File: src/design/corr_cmd_pkg.sv
`default_nettype none

package corr_cmd_pkg;

	// low nibble of a command byte; the high nibble is the argument.
	typedef enum logic [3:0] {
		CLEAR          = 4'd0,
		SET_LINE       = 4'd1,
		SELECT_FIELD   = 4'd3,
		SET_VALUE      = 4'd8,
		ENABLE_CAPTURE = 4'd13
	} cmd_opcode_e;

	localparam int NIBBLE_W = 4;

	// the first nibble of a load gives the count of nibbles that follow.
	localparam int WORD_IDX_W = 3;
	localparam int MAX_NIBBLES = 4;
	localparam int WORD_W = MAX_NIBBLES * NIBBLE_W;

	// flag positions in the argument nibble of ENABLE_CAPTURE.
	localparam int CAP_INTEGRATING_BIT = 0;

endpackage

`default_nettype wire

File: src/design/corr_cfg_pkg.sv
`default_nettype none

package corr_cfg_pkg;

	localparam int NUM_LINES = 4;
	localparam int LINE_W = 2;

	// window length, window counter and both hit counters share this width.
	localparam int WIN_W = 16;

	// cross lag runs from 0 to LAG_DEPTH - 1 cycles.
	localparam int LAG_W = 4;
	localparam int LAG_DEPTH = 1 << LAG_W;

	typedef enum logic [1:0] {
		FIELD_WINDOW = 2'd0,
		FIELD_LAG    = 2'd1
	} cfg_field_e;

	// restored by reset and by a CLEAR of the settings group.
	localparam logic [WIN_W-1:0] WINDOW_RESET = 16'd1023;
	localparam logic [LAG_W-1:0] LAG_RESET = 4'd0;

endpackage

`default_nettype wire

File: src/design/cfg_bus_if.sv
`timescale 1ns/100ps
`default_nettype none

interface cfg_bus_if
	import corr_cfg_pkg::*;
();

	logic              wr;          // one-cycle write strobe.
	logic              clear;       // one-cycle strobe that restores every channel.
	logic [LINE_W-1:0] line;
	cfg_field_e        field;
	logic [WIN_W-1:0]  value;
	logic              integrating; // channels run windows while this level is high.

	modport decoder (
		output wr,
		output clear,
		output line,
		output field,
		output value,
		output integrating
	);

	modport channel (
		input wr,
		input clear,
		input line,
		input field,
		input value,
		input integrating
	);

endinterface

`default_nettype wire

File: src/design/line_result_if.sv
`timescale 1ns/100ps
`default_nettype none

interface line_result_if
	import corr_cfg_pkg::*;
();

	logic             valid;       // held until the cycle after taken.
	logic [WIN_W-1:0] auto_count;
	logic [WIN_W-1:0] cross_count;
	logic             taken;       // one-cycle strobe from the collector.

	modport producer (
		output valid,
		output auto_count,
		output cross_count,
		input  taken
	);

	modport consumer (
		input  valid,
		input  auto_count,
		input  cross_count,
		output taken
	);

endinterface

`default_nettype wire

File: src/design/cmd_decoder.sv
`timescale 1ns/100ps
`default_nettype none

module cmd_decoder
	import corr_cmd_pkg::*;
	import corr_cfg_pkg::*;
(
	input  logic       clk,
	input  logic       rst_n,
	input  logic       cmd_req,
	input  logic [7:0] cmd_byte,
	output logic       cmd_ack,
	cfg_bus_if.decoder cfg
);

	typedef enum logic [1:0] {
		IDLE,
		ACK,
		WAIT_LOW
	} hs_state_e;

	hs_state_e             state;
	logic [7:0]            byte_q;
	cmd_opcode_e           opcode;
	cmd_opcode_e           group;
	logic [NIBBLE_W-1:0]   arg;
	logic [LINE_W-1:0]     current_line;
	cfg_field_e            field;
	logic [WORD_IDX_W-1:0] word_len;
	logic [WORD_IDX_W-1:0] word_idx;
	logic [WORD_W-1:0]     word_acc;
	logic [WORD_W-1:0]     word_next;
	logic                  word_last;
	logic                  integrating;
	logic                  wr;
	logic                  clear;

	// ACK is the single cycle in which the latched byte is executed.
	always_ff @(posedge clk or negedge rst_n) begin
		if (!rst_n) begin
			state <= IDLE;
		end else begin
			case (state)
				IDLE: begin
					if (cmd_req) begin
						state <= ACK;
					end
				end
				ACK: begin
					state <= WAIT_LOW;
				end
				WAIT_LOW: begin
					if (!cmd_req) begin
						state <= IDLE;
					end
				end
				default: begin
					state <= IDLE;
				end
			endcase
		end
	end

	assign cmd_ack = (state != IDLE);

	always_ff @(posedge clk) begin
		if (state == IDLE && cmd_req) begin
			byte_q <= cmd_byte; // the host may change the byte once ack is seen.
		end
	end

	assign opcode = cmd_opcode_e'(byte_q[3:0]);
	assign arg = byte_q[7:4];
	assign group = cmd_opcode_e'(arg);

	always_comb begin
		word_next = word_acc;
		word_next[word_idx*NIBBLE_W +: NIBBLE_W] = arg; // least significant nibble first.
	end

	assign word_last = (word_idx + 1'b1 == word_len);

	always_ff @(posedge clk) begin
		if (state == ACK && (opcode == SET_LINE || opcode == SET_VALUE)) begin
			if (word_len == '0) begin
				word_acc <= '0;
			end else if (word_idx < word_len) begin
				word_acc <= word_next;
			end
		end
	end

	always_ff @(posedge clk or negedge rst_n) begin
		if (!rst_n) begin
			current_line <= '0;
			field <= FIELD_WINDOW;
			word_len <= '0;
			word_idx <= '0;
			integrating <= 1'b0;
			wr <= 1'b0;
			clear <= 1'b0;
		end else begin
			wr <= 1'b0;
			clear <= 1'b0;
			if (state == ACK) begin
				case (opcode)
					CLEAR: begin
						word_len <= '0;
						word_idx <= '0;
						case (group)
							SET_LINE:       current_line <= '0;
							SELECT_FIELD:   field <= FIELD_WINDOW;
							SET_VALUE:      clear <= 1'b1;
							ENABLE_CAPTURE: integrating <= 1'b0;
							default:        ;
						endcase
					end
					SELECT_FIELD: begin
						field <= (arg[1:0] == FIELD_LAG) ? FIELD_LAG : FIELD_WINDOW;
					end
					ENABLE_CAPTURE: begin
						integrating <= arg[CAP_INTEGRATING_BIT];
					end
					SET_LINE, SET_VALUE: begin
						if (word_len == '0) begin
							word_len <= (arg > MAX_NIBBLES) ?
								WORD_IDX_W'(MAX_NIBBLES) : arg[WORD_IDX_W-1:0];
							word_idx <= '0;
							if (opcode == SET_LINE) begin
								current_line <= '0;
							end
						end else if (word_idx < word_len) begin
							word_idx <= word_idx + 1'b1;
							if (opcode == SET_LINE) begin
								current_line <= word_next[LINE_W-1:0];
							end else if (word_last) begin
								wr <= 1'b1; // value is complete in word_acc next cycle.
							end
						end else begin
							word_len <= '0; // a byte past the length ends the load.
						end
					end
					default: ;
				endcase
			end
		end
	end

	assign cfg.wr = wr;
	assign cfg.clear = clear;
	assign cfg.line = current_line;
	assign cfg.field = field;
	assign cfg.value = word_acc;
	assign cfg.integrating = integrating;

endmodule

`default_nettype wire

File: src/design/line_correlator.sv
`timescale 1ns/100ps
`default_nettype none

module line_correlator
	import corr_cfg_pkg::*;
(
	input  logic              clk,
	input  logic              rst_n,
	input  logic [LINE_W-1:0] index,
	input  logic              pulse,
	input  logic              ref_pulse,
	cfg_bus_if.channel        cfg,
	line_result_if.producer   res
);

	logic [WIN_W-1:0]     window_len;
	logic [LAG_W-1:0]     lag;
	logic [LAG_DEPTH-2:0] ref_dly;
	logic [LAG_DEPTH-1:0] ref_taps;
	logic                 ref_lagged;
	logic                 active;
	logic                 start;
	logic                 window_done;
	logic [WIN_W-1:0]     win_cnt;
	logic [WIN_W-1:0]     auto_cnt;
	logic [WIN_W-1:0]     cross_cnt;

	always_ff @(posedge clk or negedge rst_n) begin
		if (!rst_n) begin
			window_len <= WINDOW_RESET;
			lag <= LAG_RESET;
		end else if (cfg.clear) begin
			window_len <= WINDOW_RESET;
			lag <= LAG_RESET;
		end else if (cfg.wr && cfg.line == index) begin
			case (cfg.field)
				FIELD_WINDOW: window_len <= cfg.value;
				FIELD_LAG:    lag <= cfg.value[LAG_W-1:0];
				default:      ;
			endcase
		end
	end

	always_ff @(posedge clk or negedge rst_n) begin
		if (!rst_n) begin
			ref_dly <= '0;
		end else begin
			ref_dly <= {ref_dly[LAG_DEPTH-3:0], ref_pulse};
		end
	end

	assign ref_taps = {ref_dly, ref_pulse}; // tap k is the reference k cycles ago.
	assign ref_lagged = ref_taps[lag];

	// a pending result blocks the next window.
	assign start = cfg.integrating && !active && !res.valid;
	assign window_done = (win_cnt + 1'b1 >= window_len);

	always_ff @(posedge clk or negedge rst_n) begin
		if (!rst_n) begin
			active <= 1'b0;
			res.valid <= 1'b0;
		end else begin
			if (res.taken) begin
				res.valid <= 1'b0;
			end
			if (!cfg.integrating) begin
				active <= 1'b0; // the counts of an aborted window are dropped.
			end else if (start) begin
				active <= 1'b1;
			end else if (active && window_done) begin
				active <= 1'b0;
				res.valid <= 1'b1;
			end
		end
	end

	always_ff @(posedge clk) begin
		if (start) begin
			win_cnt <= '0;
			auto_cnt <= '0;
			cross_cnt <= '0;
		end else if (active) begin
			win_cnt <= win_cnt + 1'b1;
			auto_cnt <= auto_cnt + WIN_W'(pulse);
			cross_cnt <= cross_cnt + WIN_W'(pulse & ref_lagged);
		end
	end

	assign res.auto_count = auto_cnt;
	assign res.cross_count = cross_cnt;

endmodule

`default_nettype wire

File: src/design/result_collector.sv
`timescale 1ns/100ps
`default_nettype none

module result_collector
	import corr_cfg_pkg::*;
(
	input  logic              clk,
	input  logic              rst_n,
	line_result_if.consumer   res [NUM_LINES],
	output logic              out_req,
	output logic [LINE_W-1:0] out_line,
	output logic [WIN_W-1:0]  out_auto,
	output logic [WIN_W-1:0]  out_cross,
	input  logic              out_ack
);

	typedef enum logic [1:0] {
		SCAN,
		REQ,
		ACK_LOW
	} col_state_e;

	col_state_e           state;
	logic [LINE_W-1:0]    scan_ptr;
	logic [NUM_LINES-1:0] valid_vec;
	logic [WIN_W-1:0]     auto_vec [NUM_LINES];
	logic [WIN_W-1:0]     cross_vec [NUM_LINES];
	logic                 grab;

	for (genvar i = 0; i < NUM_LINES; i++) begin : g_res
		assign valid_vec[i] = res[i].valid;
		assign auto_vec[i] = res[i].auto_count;
		assign cross_vec[i] = res[i].cross_count;
		assign res[i].taken = grab && (scan_ptr == LINE_W'(i));
	end

	// the pointer waits on one line, so results leave in line order.
	assign grab = (state == SCAN) && valid_vec[scan_ptr];

	always_ff @(posedge clk or negedge rst_n) begin
		if (!rst_n) begin
			state <= SCAN;
			scan_ptr <= '0;
			out_req <= 1'b0;
			out_line <= '0;
			out_auto <= '0;
			out_cross <= '0;
		end else begin
			case (state)
				SCAN: begin
					if (grab) begin
						out_line <= scan_ptr;
						out_auto <= auto_vec[scan_ptr];
						out_cross <= cross_vec[scan_ptr];
						out_req <= 1'b1;
						state <= REQ;
					end
				end
				REQ: begin
					if (out_ack) begin
						out_req <= 1'b0;
						state <= ACK_LOW;
					end
				end
				ACK_LOW: begin
					if (!out_ack) begin
						scan_ptr <= (scan_ptr == LINE_W'(NUM_LINES - 1)) ? '0 : scan_ptr + 1'b1;
						state <= SCAN;
					end
				end
				default: begin
					state <= SCAN;
				end
			endcase
		end
	end

endmodule

`default_nettype wire

File: src/design/correlator_top.sv
`timescale 1ns/100ps
`default_nettype none

module correlator_top
	import corr_cfg_pkg::*;
(
	input  logic                 clk,
	input  logic                 rst_n,
	input  logic                 cmd_req,
	input  logic [7:0]           cmd_byte,
	input  logic [NUM_LINES-1:0] pulses,
	output logic                 cmd_ack,
	output logic                 out_req,
	output logic [LINE_W-1:0]    out_line,
	output logic [WIN_W-1:0]     out_auto,
	output logic [WIN_W-1:0]     out_cross,
	input  logic                 out_ack
);

	cfg_bus_if     cfg_bus ();
	line_result_if line_res [NUM_LINES] ();

	cmd_decoder u_cmd_decoder (
		.clk      (clk),
		.rst_n    (rst_n),
		.cmd_req  (cmd_req),
		.cmd_byte (cmd_byte),
		.cmd_ack  (cmd_ack),
		.cfg      (cfg_bus.decoder)
	);

	// line 0 is the reference for the cross count of every line.
	for (genvar i = 0; i < NUM_LINES; i++) begin : g_line
		line_correlator u_line (
			.clk       (clk),
			.rst_n     (rst_n),
			.index     (LINE_W'(i)),
			.pulse     (pulses[i]),
			.ref_pulse (pulses[0]),
			.cfg       (cfg_bus.channel),
			.res       (line_res[i].producer)
		);
	end

	result_collector u_collector (
		.clk       (clk),
		.rst_n     (rst_n),
		.res       (line_res),
		.out_req   (out_req),
		.out_line  (out_line),
		.out_auto  (out_auto),
		.out_cross (out_cross),
		.out_ack   (out_ack)
	);

endmodule

`default_nettype wire

File: config.mk
export PLATFORM = sky130hd
export DESIGN_NAME = correlator_top
export DESIGN_NICKNAME = d
export VERILOG_FILES = /design/src/design/corr_cmd_pkg.sv /design/src/design/corr_cfg_pkg.sv /design/src/design/cfg_bus_if.sv /design/src/design/line_result_if.sv /design/src/design/cmd_decoder.sv /design/src/design/line_correlator.sv /design/src/design/result_collector.sv /design/src/design/correlator_top.sv
export SDC_FILE = /design/constraint.sdc
export NUM_CORES = 1
export LEC_CHECK = 0
export BUFFER_PORTS_ARGS = -buffer_cell sky130_fd_sc_hd__clkbuf_2
export CORE_UTILIZATION = 45
export DETAILED_ROUTE_END_ITERATION = 8
export PLACE_DENSITY_LB_ADDON = 0.08
export SLEW_MARGIN = 0
export SYNTH_ARGS = -nofsm -noshare
export SYNTH_HDL_FRONTEND = slang
export SYNTH_SLANG_ARGS = --single-unit
export TNS_END_PERCENT = 20
File: constraint.sdc
create_clock -name clk -period 3.5 [get_ports clk]
set_input_delay 0.35 -clock clk [delete_from_list [all_inputs] [get_ports clk]]
set_output_delay 0.35 -clock clk [all_outputs]
set_load 0.1 [all_outputs]
==> impl_metrics.env, run 1 <==
export IMPL_status="completed"
export IMPL_overflow=0
export IMPL_leakage_nw=8.55
export IMPL_firstDrtPassIters=8
export IMPL_hold_class="input port to flip-flop"
export IMPL_syn_inst=1769
export IMPL_clk_pin_slew_ns=0.06
export IMPL_max_freq_ghz=0.330
export IMPL_ys_top_cells_by_count="dfxtp_1 (192), nor2_1 (168), nand2_1 (147)"
export IMPL_synth_edf_count=24
export IMPL_layout_drive_gt1_share_pct=14.4
export IMPL_antenna_found_initial=0
export IMPL_die_area_um2=41400
export IMPL_final_core_util_pct=51.9
export IMPL_rr_worst_depth=11
export IMPL_finalSetupViolCount=0
export IMPL_die_width_um=203
export IMPL_yosysUniqueCellTypes=59
export IMPL_tightestPinTransition_ns=1.03
export IMPL_crit_arrival_ns=3.48
export IMPL_synth_top_cell_by_area="dfxtp_1"
export IMPL_drt_initial_drc_count=637
export IMPL_synthesis_area_um2=18300
export IMPL_worstPathMaxFanout=5
export IMPL_vias_per_cell=5.47
export IMPL_gp_congestion=0.829
export IMPL_routed_wirelength_um=43500
export IMPL_route_vias_total=13100
export IMPL_finalCritPeriodShare_pct=86.5
export IMPL_crit_type="flip-flop to flip-flop"
export IMPL_die_h_um=203
export IMPL_insertedDiodeCount=0
export IMPL_synth_most_common_cell="dfxtp_1"
export IMPL_cts_root_buf="clkbuf_16"
export IMPL_finalHoldViolations=0
export IMPL_grt_start_max_net_pins=82
export IMPL_cts_buffers_inserted=43
export IMPL_clock_sinks=372
export IMPL_maxCapViolCount=0
export IMPL_finalNetCount=1945
export IMPL_yosys_top_cells_area="dfxtp_1 (21%), dfrtp_1 (16%), ha_1 (6.6%)"
export IMPL_cp_required_ns=3.95
export IMPL_grt_pass1_vias=13100
export IMPL_cts_tree="built"
export IMPL_port_buffers=51
export IMPL_holdPathStages=3
export IMPL_final_antenna_net_count=0
export IMPL_setup_tns_ns=0
export IMPL_yosysSeqAreaShare_pct=46.6
export IMPL_nFillCells=3570
export IMPL_grt_total_usage_pct=21.6
export IMPL_ys_ff_latch=372
export IMPL_synthFlopType="dfxtp_1"
export IMPL_drv_slew=0
export IMPL_htreeDepth=2
export IMPL_dp_hpwl_um=31400
export IMPL_ios=52
export IMPL_place_area_um2=19100
export IMPL_ys_warn_count=0
export IMPL_rows=73
export IMPL_core_area_um2=39900
export IMPL_synth_top_area_share_pct=21.0
export IMPL_synth_avg_cell_area_um2=10.3
export IMPL_cts_buffer_depth=3
export IMPL_initial_core_util_pct=45.8
export IMPL_crit_path_end_kind="flip-flop"
export IMPL_cts_setup_buffers=0
export IMPL_worst_hold_slack_ns=0.200
export IMPL_finClkSkew_ns=0.0150
export IMPL_min_period_ns=3.03
export IMPL_power_mw=13.3
export IMPL_vdd_ir_drop_max_mv=0.440
export IMPL_grt_setup_unrepaired="no"
export IMPL_synth_nets=1882
export IMPL_area_growth_pct=13.4
export IMPL_final_area_um2=20700
export IMPL_critPathLaunchType="flip-flop"
export IMPL_async_reset_ff_share_pct=41.9
export IMPL_clk_latency_ns=0.56
export IMPL_p_per_area_nw_per_um2=640
export IMPL_drc_errors=0
export IMPL_post_drt_wl_per_cell_um=18.2
export IMPL_grt_pass1_wl_um=70500
export IMPL_slew_headroom_pct=31.5
export IMPL_cts_resized=0
-- through the flow --
stage               worst slack [ns]  std cells
floorplan                      0.742       1769
global placement               0.539       2300
detailed placement             0.457       2300
CTS                            0.461       2390
global route                   0.257       2390
finish                         0.473       2390
-- area by class of cell --
cell class	count	area, um2	area share (%)
clock buffer	62	1230	5.93
clock inverter	16	250	1.21
inverter	89	334	1.61
multi-input combinational	1242	9170	44.2
sequential	372	8520	41.1
tap	525	657	3.17
timing repair buffer	84	564	2.72
-- metal layers --
metal / part of all wire (%) / vias to the layer above / global-route usage (%)
met1: 45 / 6304 / 27.4
met5: 0 / - / 0
met2: 49 / 165 / 37.2
met4: 3.3 / 0 / 8.51
met3: 2.8 / 84 / 2.99
li1: - / 6511 / -
-- path summary, 6_finish.rpt --
check	start	endpoint	slack, ns
worst min register to register	g_line[3].u_line.ref_dly[2]	g_line[3].u_line.ref_dly[3]	0.45
worst max-delay path	g_line[3].u_line.win_cnt[0]	g_line[3].u_line.res.valid	0.47
min in group asynchronous	rst_n	u_collector.out_line[0]	0.38
worst max register to register	g_line[3].u_line.win_cnt[0]	g_line[3].u_line.res.valid	0.47
worst min-delay path	pulses[3]	g_line[3].u_line.res.auto_count[0]	0.20
max in group asynchronous	rst_n	g_line[2].u_line.window_len[0]	2.25
-- repair_timing --
action	CTS	global route
endpoints found under the setup margin	0	0
hold endpoints to repair	63	0
hold buffers	12	0
-- power by group --
group          leakage (nW)  switching, mW  internal, mW
clock network         0.721           1.82          2.89
registers              3.74          0.553          4.77
logic                  4.08           2.10          1.12
total                  8.55           4.48          8.78
-- state kept, by name, summed over array words and instances (netlist names), 15 cells and up --
signal and count:
g_line.u_line.lag 16, g_line.u_line.window_len 64, g_line.u_line.res.auto_count 64, u_collector.out_auto 16
g_line.u_line.res.cross_count 64, g_line.u_line.win_cnt 64, g_line.u_line.ref_dly 15, u_cmd_decoder.cfg.value 16
u_collector.out_cross 16
-- worst max-delay path, cell delays in order (launching register included) --
cell and delay (ns):
dfxtp_1 0.41, ha_1 0.21, nand3_1 0.14, nor2_1 0.28, nand3_1 0.16, xnor2_1 0.25, ha_1 0.29, and4_1 0.17
nand2_1 0.07, a21oi_1 0.04, or4b_1 0.62, a32o_1 0.30
-- cell usage in the layout, fill, tap and decap left out, types with 17 or more instances in the layout --
cell type  instances
a21oi_1           89
a22o_1            76
and3_1            24
and4_1            24
buf_4             19
clkbuf_16         45
clkbuf_2          50
dfrtp_1          114
dfstp_2           40
dfxtp_1          192
edfxtp_1          24
ha_1              97
inv_1             89
mux2_1            27
mux2_2            28
mux4_2            51
nand2_1          147
nand3_1           72
nand4_1           45
nor2_1           168
nor3_1            19
o21ai_0           89
or3_1             17
xnor2_1           53
xor2_1            82
-- logic make-up (layout without fill, tap and decap cells) --
group	count (synthesis)	in the layout	share of synthesized area, %
AND/OR/NAND/NOR	575	575	15.4
buffers and inverters	155	251	3.29
XOR/XNOR	135	135	6.47
adder cells (fa/ha/maj)	97	97	6.64
multiplexers	115	115	10.3
flip-flops	372	372	46.6
AO/OA/AOI/OAI	320	320	11.4
(Power assumes the default switching activity.)
==> run 2, diff against run 1 <==
- ABC_AREA: not set -> 1
==> run 2 against run 1 <==
Compared with the run above:
- combinational power rose by 95%
- synthesized cell count rose by 56%
- worst hold slack got worse by 0.17 ns
- maximum frequency rose by 11%
- flip-flop and latch count did not move
- global-route usage rose by 2.5 points
- sequential share of layout area fell by 3.1 points
==> impl_metrics.env, run 2 <==
export IMPL_syn_inst=2754
export IMPL_tightestPinTransition_ns=0.928
export IMPL_port_buffers=51
export IMPL_min_period_ns=2.74
export IMPL_die_area_um2=45700
export IMPL_synthesis_area_um2=20200
export IMPL_finalCritPeriodShare_pct=78.2
export IMPL_area_growth_pct=11.0
export IMPL_synthFlopType="dfxtp_1"
export IMPL_ff_latch_area_um2=8520
export IMPL_yosys_top_cells_area="dfxtp_1 (19%), dfrtp_1 (14%), nand2_1 (12%)"
export IMPL_route_vias_total=17800
export IMPL_postCtsHoldBufs=11
export IMPL_cp_required_ns=3.94
export IMPL_cts_tree="built"
export IMPL_worstPathMaxFanout=17
export IMPL_p_per_area_nw_per_um2=737
export IMPL_crit_path_end_kind="flip-flop"
export IMPL_slew_headroom_pct=38.1
export IMPL_clock_sinks=372
export IMPL_crit_type="flip-flop to flip-flop"
export IMPL_ys_top_cells_by_count="nand2_1 (668), inv_1 (371), o21ai_0 (247)"
export IMPL_cts_setup_buffers=0
export IMPL_synth_edf_count=24
export IMPL_met1_length_um=26400
export IMPL_final_antenna_net_count=0
export IMPL_vdd_ir_drop_max_mv=0.584
export IMPL_yosysSeqAreaShare_pct=42.2
export IMPL_post_drt_wl_per_cell_um=15.7
export IMPL_leakage_nw=9.84
export IMPL_cts_resized=0
export IMPL_synth_most_common_cell="nand2_1"
export IMPL_synth_top_cell_by_area="dfxtp_1"
export IMPL_vias_per_cell=5.21
export IMPL_grt_total_usage_pct=24.1
export IMPL_finClkSkew_ns=0.0136
export IMPL_maxUsedRoutingLayer="met4"
export IMPL_clk_latency_ns=0.58
export IMPL_clk_pin_slew_ns=0.06
export IMPL_crit_arrival_ns=3.18
export IMPL_dr_wl_met3_um=2280
export IMPL_synth_top_area_share_pct=19.0
export IMPL_die_h_um=214
export IMPL_htreeDepth=2
export IMPL_synth_avg_cell_area_um2=7.33
export IMPL_finalSetupViolCount=0
export IMPL_drc_errors=0
export IMPL_cts_root_buf="clkbuf_16"
export IMPL_drt_initial_drc_count=1391
export IMPL_firstDrtPassIters=5
export IMPL_layout_drive_gt1_share_pct=8.83
export IMPL_multi_input_area_um2=9800
export IMPL_ios=52
export IMPL_finalHoldViolations=0
export IMPL_mostFrequentLayoutCell="nand2_1"
export IMPL_grt_pass1_wl_um=86500
export IMPL_drv_slew=0
export IMPL_dp_worst_setup_slack_ns=0.799
export IMPL_ys_warn_count=0
export IMPL_final_core_util_pct=50.7
export IMPL_rows=77
export IMPL_wl_met2_um=23500
export IMPL_critPathLaunchType="flip-flop"
export IMPL_yosysUniqueCellTypes=45
export IMPL_routed_wirelength_um=53600
export IMPL_dp_hpwl_um=39500
export IMPL_max_freq_ghz=0.365
export IMPL_cts_buffer_depth=3
export IMPL_grt_setup_unrepaired="no"
export IMPL_ys_ff_latch=372
export IMPL_maxCapViolCount=0
export IMPL_die_width_um=214
export IMPL_insertedDiodeCount=0
export IMPL_core_area_um2=44200
export IMPL_grt_start_max_net_pins=147
export IMPL_synth_nets=2867
export IMPL_overflow=0
export IMPL_cts_buffers_inserted=43
export IMPL_gp_congestion=0.891
export IMPL_initial_core_util_pct=45.7
export IMPL_hold_class="input port to flip-flop"
export IMPL_finalNetCount=2909
export IMPL_status="completed"
export IMPL_antenna_found_initial=0
export IMPL_setup_tns_ns=0
export IMPL_grt_pass1_vias=16600
export IMPL_setup_ws_ns=0.763
export IMPL_final_cell_mix="nand2_1 (668), inv_1 (371), o21ai_0 (247)"
export IMPL_power_mw=16.5
export IMPL_async_reset_ff_share_pct=41.9
export IMPL_nFillCells=4392
-- run 2: cell count changes in the layout (fill, tap and decap cells not counted), moves of 47 or more --
| cell | previous run | this run |
|---|---|---|
| mux4_2 | 51 | 0 |
| a22o_1 | 76 | 7 |
| nor2_1 | 168 | 219 |
| nand3_1 | 72 | 150 |
| nand2_1 | 147 | 668 |
| o21ai_0 | 89 | 247 |
| a21oi_1 | 89 | 188 |
| xnor2_1 | 53 | 6 |
| inv_1 | 89 | 371 |
-- run 2: final cells by class --
cell class                 instances  share of cell area [%]
clock inverter                    16                   0.553
inverter                         389                    6.52
tap                              592                    3.31
clock buffer                      63                    5.54
timing repair buffer              80                    2.32
sequential                       372                    38.0
multi-input combinational       1910                    43.8
-- run 2: where the power goes --
| part | switching, mW | internal [mW] |
|---|---|---|
| Combinational | 4.55 | 1.74 |
| Clock | 1.86 | 2.54 |
| Sequential | 0.683 | 5.14 |
-- run 2: path summary, 6_finish.rpt --
check,from,to,slack [ns],cells after the start
min in group asynchronous,rst_n,u_cmd_decoder.state[0],0.15,2
hold reg to reg,g_line[3].u_line.ref_dly[0],g_line[3].u_line.ref_dly[1],0.38,0
setup reg to reg,g_line[1].u_line.lag[0],g_line[1].u_line.res.cross_count[14],0.76,15
hold / removal,cmd_req,u_cmd_decoder.state[0],0.03,3
setup / recovery,g_line[1].u_line.lag[0],g_line[1].u_line.res.cross_count[14],0.76,15
max in group asynchronous,rst_n,u_collector.scan_ptr[0],2.24,3
-- run 2: per-layer routing --
layer  vias up  track usage [%]
met1      8368             34.3
li1       9058                -
met4         0             7.88
met5         -                0
met2       316             37.6
met3        79             3.34
-- run 2: cell families (layout without fill, tap and decap cells) --
| family | Yosys count | after routing | share of synthesized area [%] |
|---|---|---|---|
| xor+xnor | 42 | 42 | 1.82 |
| compound gates | 575 | 575 | 15.4 |
| buf+inv | 472 | 548 | 9.28 |
| fa+ha+maj | 97 | 97 | 6.01 |
| flops | 372 | 372 | 42.2 |
| simple gates | 1196 | 1196 | 25.3 |
-- run 2: critical path, stage by stage (launching register included) --
cell and delay (ns):
dfrtp_1 0.62, nand2_1 0.09, o21ai_0 0.09, nand2_1 0.07, nand3_1 0.09, nand3_1 0.08, a21oi_1 0.28, ha_1 0.25
ha_1 0.15, nand2_1 0.06, nor2_1 0.26, nand3_2 0.15, nor2_2 0.22, nand2_1 0.08, nand2_1 0.06, a21oi_1 0.05
-- run 2: through the flow --
stage          instances  cell area, um2  hold slack (ns)
6_report            3422           22400           0.0338
4_1_cts             3422           22400          0.00661
2_1_floorplan       2754           20200           0.0544
3_5_place_dp        3332           20900            0.167
5_1_grt             3422           22400           0.0635
3_3_place_gp        3332           20900            0.168
